$ cat src/include/spi_consts.svh
// spi host width constants

`ifndef SPI_CONSTS_SVH
`define SPI_CONSTS_SVH

// serial clock divider width
`define SPI_DIVIDER_LEN 8

// widest character in bits
`define SPI_MAX_CHAR 32

// length field holds bits minus one
`define SPI_CHAR_LEN_BITS 5

`endif

$ cat src/spi_pkg.sv
// spi host types

`include "spi_consts.svh"

package spi_pkg;

  typedef logic [`SPI_DIVIDER_LEN-1:0]   divider_t;   // half period is divider + 1 clocks
  typedef logic [`SPI_CHAR_LEN_BITS-1:0] char_len_t;  // number of bits minus one
  typedef logic [`SPI_MAX_CHAR-1:0]      spi_data_t;  // tx or rx word
  typedef logic                          chan_t;      // requesting channel

  // one transfer as handed in by a channel
  typedef struct packed {
    spi_data_t data;       // transmit word, low aligned
    char_len_t len;
    divider_t  divider;
    logic      lsb_first;  // 0 sends msb first
  } spi_req_t;

  // result of one transfer
  typedef struct packed {
    spi_data_t data;  // received word, low aligned
    chan_t     chan;  // owner of the transfer
  } spi_rsp_t;

  // shift engine states
  typedef enum logic [1:0] {
    ST_IDLE,
    ST_RUN,
    ST_FINISH
  } shift_state_e;

  // arbiter states
  typedef enum logic {
    ARB_IDLE,
    ARB_WAIT_DONE
  } arb_state_e;

endpackage

$ cat src/spi_clgen.sv
// spi serial clock generator

`timescale 1ns/1ps

module spi_clgen import spi_pkg::*; (
  input  logic     clk_i,
  input  logic     rst_ni,
  input  logic     enable,    // high through the whole transfer
  input  logic     go,        // transfer start strobe
  input  logic     last_clk,  // final bit, no further rise
  input  divider_t divider,   // half period minus one
  output logic     sclk,
  output logic     pos_edge,  // sclk rises after this cycle
  output logic     neg_edge   // sclk falls after this cycle
);

  divider_t cnt_q;     // half period down counter
  logic     cnt_zero;  // half period expires now
  logic     cnt_one;   // expires next cycle
  logic     div_zero;  // fastest rate, toggle each cycle

  assign cnt_zero = (cnt_q == '0);
  assign cnt_one  = (cnt_q == divider_t'(1));
  assign div_zero = (divider == '0);

  // reload while disabled so the first half period is full length
  always_ff @(posedge clk_i or negedge rst_ni)
  begin
    if (!rst_ni)
    begin
      cnt_q <= '1;
    end
    else if (!enable || cnt_zero)
    begin
      cnt_q <= divider;
    end
    else
    begin
      cnt_q <= cnt_q - divider_t'(1);
    end
  end

  // toggle on expiry, hold low once the final bit has risen
  always_ff @(posedge clk_i or negedge rst_ni)
  begin
    if (!rst_ni)
    begin
      sclk <= 1'b0;
    end
    else if (enable && cnt_zero && (!last_clk || sclk))
    begin
      sclk <= ~sclk;
    end
  end

  // edge pulses lead the sclk change by one cycle
  always_ff @(posedge clk_i or negedge rst_ni)
  begin
    if (!rst_ni)
    begin
      pos_edge <= 1'b0;
      neg_edge <= 1'b0;
    end
    else
    begin
      pos_edge <= (enable && !sclk && cnt_one && !last_clk)  // low half ending
                  || (div_zero && sclk && !last_clk)          // div 0, every other cycle
                  || (div_zero && go && !enable);             // div 0, first rise
      neg_edge <= (enable && sclk && cnt_one)                 // high half ending
                  || (div_zero && !sclk && enable);
    end
  end

endmodule

$ cat src/spi_shift.sv
// spi shift engine

`timescale 1ns/1ps
`include "spi_consts.svh"

module spi_shift import spi_pkg::*; (
  input  logic     clk_i,
  input  logic     rst_ni,
  input  logic     go,         // start strobe from arbiter
  input  spi_req_t req,        // valid with go
  input  chan_t    chan,       // owner of this request
  output logic     idle,       // ready for go
  output logic     xfer_done,  // one cycle, rsp valid
  output spi_rsp_t rsp,
  output logic     sclk,
  output logic     mosi,
  output logic     ss_n,
  input  logic     miso
);

  shift_state_e state_q;
  spi_data_t    tx_q;       // tx shift reg, next bit at the out end
  spi_data_t    rx_q;       // rx shift reg
  spi_data_t    tx_load;    // request data aligned for shifting
  spi_data_t    tx_next;    // tx reg after one shift
  char_len_t    len_q;
  char_len_t    bit_cnt_q;  // bits left after the current one
  char_len_t    align;      // rx realign for lsb first
  divider_t     div_q;
  divider_t     clk_div;    // divider seen by the clock generator
  chan_t        chan_q;
  logic         lsb_q;
  logic         last_q;     // final bit sampled
  logic         mosi_q;
  logic         ss_n_q;
  logic         running;
  logic         pos_edge;
  logic         neg_edge;

  // bit at the output end of a word
  function automatic logic out_bit(spi_data_t word, logic lsb);
    return lsb ? word[0] : word[`SPI_MAX_CHAR-1];
  endfunction

  assign running   = (state_q == ST_RUN);
  assign idle      = (state_q == ST_IDLE);
  assign xfer_done = (state_q == ST_FINISH);
  assign clk_div   = idle ? req.divider : div_q;  // new divider visible at go

  // msb first moves bit len up to the top
  assign tx_load = req.lsb_first ? req.data
                 : req.data << (char_len_t'(`SPI_MAX_CHAR - 1) - req.len);
  assign tx_next = lsb_q ? tx_q >> 1 : tx_q << 1;

  // lsb first fills from the top, shift back down
  assign align    = char_len_t'(`SPI_MAX_CHAR - 1) - len_q;
  assign rsp.data = lsb_q ? rx_q >> align : rx_q;
  assign rsp.chan = chan_q;

  assign mosi = mosi_q;
  assign ss_n = ss_n_q;

  spi_clgen u_clgen (
    .clk_i    (clk_i),
    .rst_ni   (rst_ni),
    .enable   (running),
    .go       (go),
    .last_clk (last_q),
    .divider  (clk_div),
    .sclk     (sclk),
    .pos_edge (pos_edge),
    .neg_edge (neg_edge)
  );

  // control fsm
  always_ff @(posedge clk_i or negedge rst_ni)
  begin
    if (!rst_ni)
    begin
      state_q   <= ST_IDLE;
      ss_n_q    <= 1'b1;
      mosi_q    <= 1'b0;
      last_q    <= 1'b0;
      bit_cnt_q <= '0;
    end
    else
    begin
      case (state_q)
        ST_IDLE:
        begin
          if (go)
          begin
            state_q   <= ST_RUN;
            ss_n_q    <= 1'b0;                              // select one cycle after go
            mosi_q    <= out_bit(tx_load, req.lsb_first);  // first bit before first rise
            bit_cnt_q <= req.len;
            last_q    <= 1'b0;
          end
        end
        ST_RUN:
        begin
          if (pos_edge && (bit_cnt_q == '0))
          begin
            last_q <= 1'b1;
          end
          if (neg_edge)
          begin
            if (last_q)  // final fall ends the transfer
            begin
              state_q <= ST_FINISH;
              ss_n_q  <= 1'b1;
              mosi_q  <= 1'b0;
            end
            else
            begin
              mosi_q    <= out_bit(tx_next, lsb_q);
              bit_cnt_q <= bit_cnt_q - char_len_t'(1);
            end
          end
        end
        ST_FINISH: state_q <= ST_IDLE;  // xfer_done cycle
        default:   state_q <= ST_IDLE;
      endcase
    end
  end

  // datapath
  always_ff @(posedge clk_i)
  begin
    if (idle && go)
    begin
      tx_q   <= tx_load;
      rx_q   <= '0;  // unused high bits read as zero
      len_q  <= req.len;
      div_q  <= req.divider;
      lsb_q  <= req.lsb_first;
      chan_q <= chan;
    end
    else if (running)
    begin
      if (pos_edge)  // sample on the rising edge
      begin
        rx_q <= lsb_q ? {miso, rx_q[`SPI_MAX_CHAR-1:1]} : {rx_q[`SPI_MAX_CHAR-2:0], miso};
      end
      if (neg_edge)
      begin
        tx_q <= tx_next;
      end
    end
  end

endmodule

$ cat src/spi_arbiter.sv
// spi channel arbiter

`timescale 1ns/1ps

module spi_arbiter import spi_pkg::*; (
  input  logic      clk_i,
  input  logic      rst_ni,
  input  logic      start0,      // channel 0 strobe
  input  spi_req_t  req0,
  input  logic      start1,      // channel 1 strobe
  input  spi_req_t  req1,
  output logic      busy0,
  output logic      busy1,
  output logic      done0,
  output logic      done1,
  output spi_data_t rx_data0,
  output spi_data_t rx_data1,
  input  logic      idle,        // engine can take go
  input  logic      xfer_done,
  input  spi_rsp_t  rsp,
  output logic      go,
  output spi_req_t  grant_req,
  output chan_t     grant_chan
);

  arb_state_e state_q;
  logic [1:0] pend_q;   // request waiting for the engine
  logic [1:0] busy_q;   // pending or on the engine
  spi_req_t   req0_q;
  spi_req_t   req1_q;
  spi_data_t  rx0_q;    // last result per channel
  spi_data_t  rx1_q;
  chan_t      last_q;   // winner of the last contended grant
  chan_t      winner;
  logic       accept0;
  logic       accept1;

  assign accept0 = start0 && !busy_q[0];  // start while busy is dropped
  assign accept1 = start1 && !busy_q[1];

  // alternate only when both wait
  assign winner = (pend_q == 2'b11) ? ~last_q : pend_q[1];

  assign go         = (state_q == ARB_IDLE) && idle && (pend_q != 2'b00);
  assign grant_chan = winner;
  assign grant_req  = winner ? req1_q : req0_q;

  // done goes to the owner named in the response
  assign done0    = (state_q == ARB_WAIT_DONE) && xfer_done && (rsp.chan == 1'b0);
  assign done1    = (state_q == ARB_WAIT_DONE) && xfer_done && (rsp.chan == 1'b1);
  assign rx_data0 = done0 ? rsp.data : rx0_q;
  assign rx_data1 = done1 ? rsp.data : rx1_q;
  assign busy0    = busy_q[0];
  assign busy1    = busy_q[1];

  always_ff @(posedge clk_i or negedge rst_ni)
  begin
    if (!rst_ni)
    begin
      state_q <= ARB_IDLE;
      pend_q  <= 2'b00;
      busy_q  <= 2'b00;
      last_q  <= 1'b1;  // channel 0 wins first contention
    end
    else
    begin
      if (accept0)
      begin
        pend_q[0] <= 1'b1;
        busy_q[0] <= 1'b1;
      end
      if (accept1)
      begin
        pend_q[1] <= 1'b1;
        busy_q[1] <= 1'b1;
      end
      if (done0)
      begin
        busy_q[0] <= 1'b0;  // low the cycle after done
      end
      if (done1)
      begin
        busy_q[1] <= 1'b0;
      end
      case (state_q)
        ARB_IDLE:
        begin
          if (go)
          begin
            state_q        <= ARB_WAIT_DONE;
            pend_q[winner] <= 1'b0;
            if (pend_q == 2'b11)
            begin
              last_q <= winner;
            end
          end
        end
        ARB_WAIT_DONE:
        begin
          if (xfer_done)
          begin
            state_q <= ARB_IDLE;  // next go one cycle after done
          end
        end
        default: state_q <= ARB_IDLE;
      endcase
    end
  end

  // request and result payload
  always_ff @(posedge clk_i)
  begin
    if (accept0)
    begin
      req0_q <= req0;
    end
    if (accept1)
    begin
      req1_q <= req1;
    end
    if (done0)
    begin
      rx0_q <= rsp.data;
    end
    if (done1)
    begin
      rx1_q <= rsp.data;
    end
  end

endmodule

$ cat src/spi_host_top.sv
// spi host top level

`timescale 1ns/1ps

module spi_host_top import spi_pkg::*; (
  input  logic      clk_i,
  input  logic      rst_ni,
  // channel 0
  input  logic      start0,
  input  spi_req_t  req0,
  output logic      busy0,
  output logic      done0,
  output spi_data_t rx_data0,
  // channel 1
  input  logic      start1,
  input  spi_req_t  req1,
  output logic      busy1,
  output logic      done1,
  output spi_data_t rx_data1,
  // serial port
  output logic      sclk,
  output logic      mosi,
  output logic      ss_n,
  input  logic      miso
);

  logic     idle;        // engine free
  logic     xfer_done;   // engine finished
  logic     go;          // arbiter grant strobe
  spi_rsp_t rsp;
  spi_req_t grant_req;
  chan_t    grant_chan;

  spi_arbiter u_arbiter (
    .clk_i      (clk_i),
    .rst_ni     (rst_ni),
    .start0     (start0),
    .req0       (req0),
    .start1     (start1),
    .req1       (req1),
    .busy0      (busy0),
    .busy1      (busy1),
    .done0      (done0),
    .done1      (done1),
    .rx_data0   (rx_data0),
    .rx_data1   (rx_data1),
    .idle       (idle),
    .xfer_done  (xfer_done),
    .rsp        (rsp),
    .go         (go),
    .grant_req  (grant_req),
    .grant_chan (grant_chan)
  );

  spi_shift u_shift (
    .clk_i     (clk_i),
    .rst_ni    (rst_ni),
    .go        (go),
    .req       (grant_req),
    .chan      (grant_chan),
    .idle      (idle),
    .xfer_done (xfer_done),
    .rsp       (rsp),
    .sclk      (sclk),
    .mosi      (mosi),
    .ss_n      (ss_n),
    .miso      (miso)
  );

endmodule

$ cat config.mk
export PLATFORM = sky130hd
export DESIGN_NAME = spi_host_top
export DESIGN_NICKNAME = d
export VERILOG_FILES = /design/src/spi_pkg.sv /design/src/spi_clgen.sv /design/src/spi_shift.sv /design/src/spi_arbiter.sv /design/src/spi_host_top.sv
export VERILOG_INCLUDE_DIRS = /design/src /design/src/include
export SDC_FILE = /design/constraint.sdc
export NUM_CORES = 1
export LEC_CHECK = 0
export BUFFER_PORTS_ARGS = -buffer_cell sky130_fd_sc_hd__buf_2
export CAP_MARGIN = 15
export CELL_PAD_IN_SITES_DETAIL_PLACEMENT = 1
export CELL_PAD_IN_SITES_GLOBAL_PLACEMENT = 1
export CORE_ASPECT_RATIO = 0.5
export CORE_UTILIZATION = 25
export CTS_BUF_LIST = sky130_fd_sc_hd__clkbuf_4
export DETAILED_ROUTE_END_ITERATION = 16
export HOLD_SLACK_MARGIN = 0.05
export PLACE_DENSITY_LB_ADDON = 0.1
export SYNTH_ARGS = -nofsm -noshare
export SYNTH_HDL_FRONTEND = slang
export SYNTH_SLANG_ARGS = --single-unit
$ cat constraint.sdc
create_clock -name clk_i -period 5.37 [get_ports clk_i]
set_clock_uncertainty 0.15 [all_clocks]
set_input_delay 1.074 -clock clk_i [delete_from_list [all_inputs] [get_ports clk_i]]
set_output_delay 1.074 -clock clk_i [all_outputs]
set_load 0.1 [all_outputs]
==> flow_summary.yaml, run 1 <==
layout:
  drive_gt1_frac: 0.261
  final_cells: 2373
  area_growth_pct: 17.1
  final_nets: 1661
min_path:
  hold_class: "in2async"
critical_path:
  crit_fanout: 14
  crit_path_end_kind: "primary output"
  crit_chain: "clkinv_1 -> nor2_1 -> and3_1 -> a22oi_1 -> o21ai_0 -> buf_2"
  cp.buffers_inverters: 2
  reg2reg_from: "u_arbiter.pend_q[0]"
  cpMaxStageDelayCell: "edfxtp_1"
  critical_path_arrival_ns: 3.70
  slowest_delay_ns: 0.67
  worst_setup_path_start_kind: "register"
  crit_start: "u_shift.len_q[4]"
  crit_required_ns: 4.15
  worst-setup-path-type: "reg2out"
  crit_family: "simple AND/OR/NAND/NOR gates"
sta:
  whs_ns: 0.182
  setup_ws_ns: 0.443
  tightest_slew_ns: 0.947
  fin_crit_ns: 4.93
  setup_viol_count_final: 0
  fin_crit_sh: 0.917
  slew_headroom: 0.366
  hold_viol: 0
  slew_viol_final: 0
  max_freq_mhz: 203
  rsz0062_at_grt: "no"
  tns_ns: 0
clock_tree:
  clk_pin_slew_ns: 0.07
  cts.sinks: 262
  ctsHtreeMaxLevel: 3
  ctsHoldBuffers: 0
  clk_path_buf_depth: 3
  insertion_delay_ns: 0.82
  cts_tree: "yes"
  cts_root_buf: "clkbuf_4"
  cts_buffers: 71
run_status:
  violations: "DRC"
  outcome: "finished, violations left"
floorplan:
  coreArea_um2: 57400
  fp.dieW_um: 343
  start_util: 0.253
  ios: 168
  num_rows: 62
  die_h_um: 172
  dieArea_um2: 59100
synthesis:
  synthCells: 1396
  yosysTopAreaCellShare: 0.287
  synth_flop_cell: "edfxtp_1"
  synthesis.nets: 1497
  yosys_warnings: 0
  yosys_register_bits: 262
  synth_edf_count: 139
  yosysUniqueCellTypes: 76
  synth_largest_area_cell: "edfxtp_1"
  synth-async-reset-ratio: 0.103
  synth.area.top_cells: "edfxtp_1 29%, mux2i_1 13%, dfxtp_1 13%"
  syn_area_per_cell_um2: 10.4
  syn_area_um2: 14500
  ys_seq_area_frac: 0.467
global_route:
  grt_max_degree: 72
  antenna_found_initial: 2
  gr-total-overflow: 0
  grt_use_total: 0.168
  grt_pass1_wl_um: 75400
  grt_pass1_vias: 12221
detailed_routing:
  wl_per_cell_um: 20.9
  drtPass1Iterations: 11
  drtAntennaViolNets: 0
  via_per_inst: 4.94
  drt_iter0_drc: 637
  wirelength_um: 49600
  vias: 11724
  drc: 9
pwr:
  power_w: 0.00599
  irDropWorstVdd_mv: 0.103
  p_leak_nw: 6.60
  power_density_nw_per_um2: 352
place:
  io_buffers: 167
  gp_congestion: 0.843
  place_hpwl_um: 35500
  post-place-ws_ns: 1.10
  placed_cells: 2254
job:
  cap_violations: 0
[report_power, final]
part / leakage [nW] / switching [W] / internal [W]
clock: 0.522 / 0.000887 / 0.000934
sequential: 2.33 / 0.000229 / 0.00229
combinational: 3.74 / 0.000994 / 0.000658
total: 6.60 / 0.00211 / 0.00388
[metrics by stage]
stage / util / cell area (um^2)
5_1_grt: 0.296 / 17000
6_report: 0.296 / 17000
3_5_place_dp: 0.281 / 16100
3_3_place_gp: 0.281 / 16100
2_1_floorplan: - / 14500
4_1_cts: 0.296 / 17000
[synth_stat cells, drive strengths merged, types with 3 or more instances]
library cell  number
nand2b             5
ha                 4
o21ai            108
o211ai            10
nand2            167
a31oi              7
mux2i            199
mux2              49
and3               3
a31o               3
nand4              3
nor3b              3
o2111ai            3
a22oi             10
xor2               5
mux4              27
o32ai              3
nor2b             30
nor3              15
buf               51
o22ai             10
dfrtp             17
o22a               3
a21o               3
inv               23
clkbuf            52
nor2             102
a311oi             6
dfxtp             96
edfxtp           139
a211oi            63
a21oi             91
a211o              4
nand3             20
a32oi              6
a22o              10
dfstp             10
and2               3
[kinds of logic after synthesis]
group,Yosys count,share of synthesized area
flip-flops,262,0.467
AND/OR/NAND/NOR,361,0.108
multiplexers,275,0.223
XOR/XNOR,7,0.00422
adder cells (fa/ha/maj),4,0.00345
AO/OA/AOI/OAI,359,0.156
buffers and inverters,128,0.0383
[final timing paths]
kind	endpoint	slack, ns	cells after the start
max	rx_data0[31]	0.44	6
min	u_arbiter.pend_q[0]	0.18	1
max reg2reg	u_shift.tx_q[24]	1.42	8
min reg2reg	u_arbiter.rx0_q[0]	0.31	2
max in group asynchronous	u_arbiter.pend_q[1]	4.46	1
min in group clk_i	u_arbiter.req1_q[43]	0.28	1
[cells in the final DEF (no fill, tap or decap), types with 28 or more instances in the layout]
cell and count:
nand2_1 167, nor2b_1 28, buf_2 167, clkbuf_4 105
mux2_2 46, dfxtp_1 96, o21ai_0 104, mux2i_1 193
nor2_1 101, a211oi_1 62, edfxtp_1 139, a21oi_1 91
[layer usage]
| metal | global-route usage | wire length (um) | part of all wire | vias to the layer above |
|---|---|---|---|---|
| met5 | 0 | 13 | 0.00026 | - |
| met4 | 0.0518 | 1140 | 0.023 | 2 |
| met1 | 0.234 | 24400 | 0.49 | 5778 |
| li1 | - | - | - | 5567 |
| met3 | 0.0369 | 2410 | 0.049 | 83 |
| met2 | 0.257 | 21700 | 0.44 | 294 |
[registers in the layout (all words and copies together), names as in the netlist, 2 cells and up]
register and count:
u_arbiter.busy_q 2, u_arbiter.pend_q 2, u_arbiter.req0_q 46, u_arbiter.req1_q 46, u_arbiter.rx0_q 32, u_arbiter.rx1_q 32, u_shift.bit_cnt_q 5, u_shift.div_q 8
u_shift.len_q 5, u_shift.rx_q 32, u_shift.state_q 2, u_shift.tx_q 32, u_shift.u_clgen.cnt_q 8
[repair_timing]
action	4_1_cts	5_1_grt
gates resized for setup	0	1
endpoints found under the setup margin	0	2
setup buffers	0	0
endpoints found under the hold margin	0	0
[cell type report]
cell class,instances,area [um^2]
fill,6576,40400
multi-input combinational,1006,7220
sequential,262,6780
timing repair buffer,194,1060
tap,768,961
clock buffer,105,788
inverter,25,101
clock inverter,12,80.1
antenna,1,2.50
No activity file was read; power rests on OpenSTA's default activity.
==> run 2: changes to the inputs <==
--- a/config.mk
+++ b/config.mk
@@ -10,9 +10,9 @@
 export CAP_MARGIN = 15
 export CELL_PAD_IN_SITES_DETAIL_PLACEMENT = 1
 export CELL_PAD_IN_SITES_GLOBAL_PLACEMENT = 1
-export CORE_ASPECT_RATIO = 0.5
+export CORE_ASPECT_RATIO = 1.5
 export CORE_UTILIZATION = 25
-export CTS_BUF_LIST = sky130_fd_sc_hd__clkbuf_4
+export CTS_BUF_LIST = sky130_fd_sc_hd__clkbuf_8
 export DETAILED_ROUTE_END_ITERATION = 16
 export HOLD_SLACK_MARGIN = 0.05
 export PLACE_DENSITY_LB_ADDON = 0.1
==> flow_summary.yaml, run 2 (synthesis results as in run 1) <==
clock_tree:
  clk_path_buf_depth: 3
  cts_tree: "yes"
  ctsHtreeMaxLevel: 2
  ctsResizeCount: 0
  postCtsSetupBuffers: 0
  cts.sinks: 262
  ctsHoldBuffers: 0
  cts_root_buf: "clkbuf_8"
  insertion_delay_ns: 0.63
  cts_buffers: 46
  clk_pin_slew_ns: 0.06
global_route:
  gr-total-overflow: 0
  antenna_found_initial: 1
  grt_use_total: 0.174
  grt_max_degree: 74
  grt_pass1_vias: 12509
  grt_pass1_wl_um: 77900
detailed_routing:
  wirelength_um: 51000
  drt_iter0_drc: 357
  vias: 11501
  via_per_inst: 4.91
  drtAntennaViolNets: 0
  drc: 0
  drtPass1Iterations: 4
  wl_per_cell_um: 21.8
critical_path:
  reg2reg_from: "u_arbiter.pend_q[1]"
  crit_path_end_kind: "primary output"
  reg2reg_depth: 8
  critical_path_arrival_ns: 3.79
  cp.depth: 8
  crit_required_ns: 4.15
  crit_chain: "buf_4 -> mux4_2 -> mux2i_1 -> mux4_2 -> nand2_1 -> o21ai_0 -> o21ai_0 -> buf_2"
  critical_path.endpoint: "rx_data1[2]"
  worst-setup-path-type: "reg2out"
  cp.buffers_inverters: 2
  worst_setup_path_start_kind: "register"
  crit_start: "u_shift.len_q[1]"
  crit_fanout: 22
  slowest_delay_ns: 0.98
  crit_family: "flip-flops"
  reg2reg_slack_ns: 1.66
  cpMaxStageDelayCell: "edfxtp_1"
  r2r_end: "u_shift.tx_q[24]"
place:
  place_hpwl_um: 38300
  gp_congestion: 0.894
  io_buffers: 167
min_path:
  hold_class: "reg2reg"
  hp-start: "u_arbiter.rx1_q[27]"
pwr:
  power_density_nw_per_um2: 354
  p_leak_nw: 6.62
  irDropWorstVdd_mv: 0.153
sta:
  slew_headroom: 0.361
  whs_ns: 0.307
  slew_viol_final: 0
  rsz0062_at_grt: "no"
  tns_ns: 0
  fin_crit_sh: 0.933
  fin_crit_ns: 5.01
  setup_viol_count_final: 0
  max_freq_mhz: 200
  tightest_slew_ns: 0.958
  hold_viol: 0
floorplan:
  fp.dieW_um: 199
  die_h_um: 297
  coreArea_um2: 57000
  start_util: 0.255
  dieArea_um2: 59100
  num_rows: 107
  ios: 168
layout:
  final_nets: 1646
  reg_top3: "u_arbiter.req0_q x46, u_arbiter.req1_q x46"
  n_fill_cell: 6602
  mostFrequentLayoutCells: "192 x mux2i_1, 167 x nand2_1, 167 x buf_2"
  area_growth_pct: 17.6
  layout_commonest_cell: "mux2i_1"
  drive_gt1_frac: 0.241
run_status:
  outcome: "finished clean"
job:
  cap_violations: 0
-- run 2: cell count changes in the layout (fill, tap and decap cells not counted), sizes merged --
cell	delta
clkinv	+7
clkbuf	-54
inv	+10
buf	+10
bufinv	+1
-- run 2: per-stage QoR --
step	cells	setup slack (ns)	cell area (um^2)	total power [W]	util
floorplan	1396	0.161	14500	0.00364	-
global placement	2259	1.05	16200	0.00423	0.283
detailed placement	2259	0.991	16200	0.00424	0.283
CTS	2340	0.287	17100	0.00617	0.299
global route	2342	0.107	17100	0.00640	0.299
finish	2342	0.359	17100	0.00604	0.299
-- run 2: tightest hold or removal path, stage by stage, from the launching register on --
cell     delay [ns]
dfxtp_1        0.30
nand2_1        0.04
o21ai_0        0.08
-- run 2: final cells by class --
| cell class | count | area (um^2) | share of cell area |
|---|---|---|---|
| multi-input combinational | 1006 | 7220 | 0.423 |
| sequential | 262 | 6780 | 0.397 |
| timing repair buffer | 204 | 1130 | 0.0659 |
| tap | 763 | 955 | 0.0559 |
| clock buffer | 51 | 702 | 0.0411 |
| clock inverter | 30 | 189 | 0.0111 |
| inverter | 25 | 101 | 0.00593 |
| antenna | 1 | 2.50 | 0.000147 |
-- run 2: layer usage --
metal	up-vias	GRT usage	wire [um]
li1	5518	-	-
met1	5610	0.185	19600
met2	264	0.326	27400
met3	109	0.0273	1710
met4	0	0.0813	2300
met5	-	0	0
-- run 2: how the worst min path moves through the flow --
stage | to | slack, ns | depth (start not counted)
6_report | u_arbiter.rx1_q[27] | 0.31 | 2
5_1_grt | u_arbiter.busy_q[1] | 0.31 | 1
4_1_cts | u_arbiter.busy_q[1] | 0.30 | 1
3_5_place_dp | u_arbiter.rx1_q[27] | 0.30 | 2
3_3_place_gp | u_arbiter.rx0_q[13] | 0.29 | 2
2_1_floorplan | u_arbiter.last_q | 0.32 | 1
-- run 2: power breakdown --
group | internal, W | switching [W] | total, W
sequential | 0.00229 | 0.000238 | 0.00252
clock | 0.000968 | 0.000887 | 0.00185
combinational | 0.000670 | 0.000989 | 0.00166
total | 0.00392 | 0.00211 | 0.00604
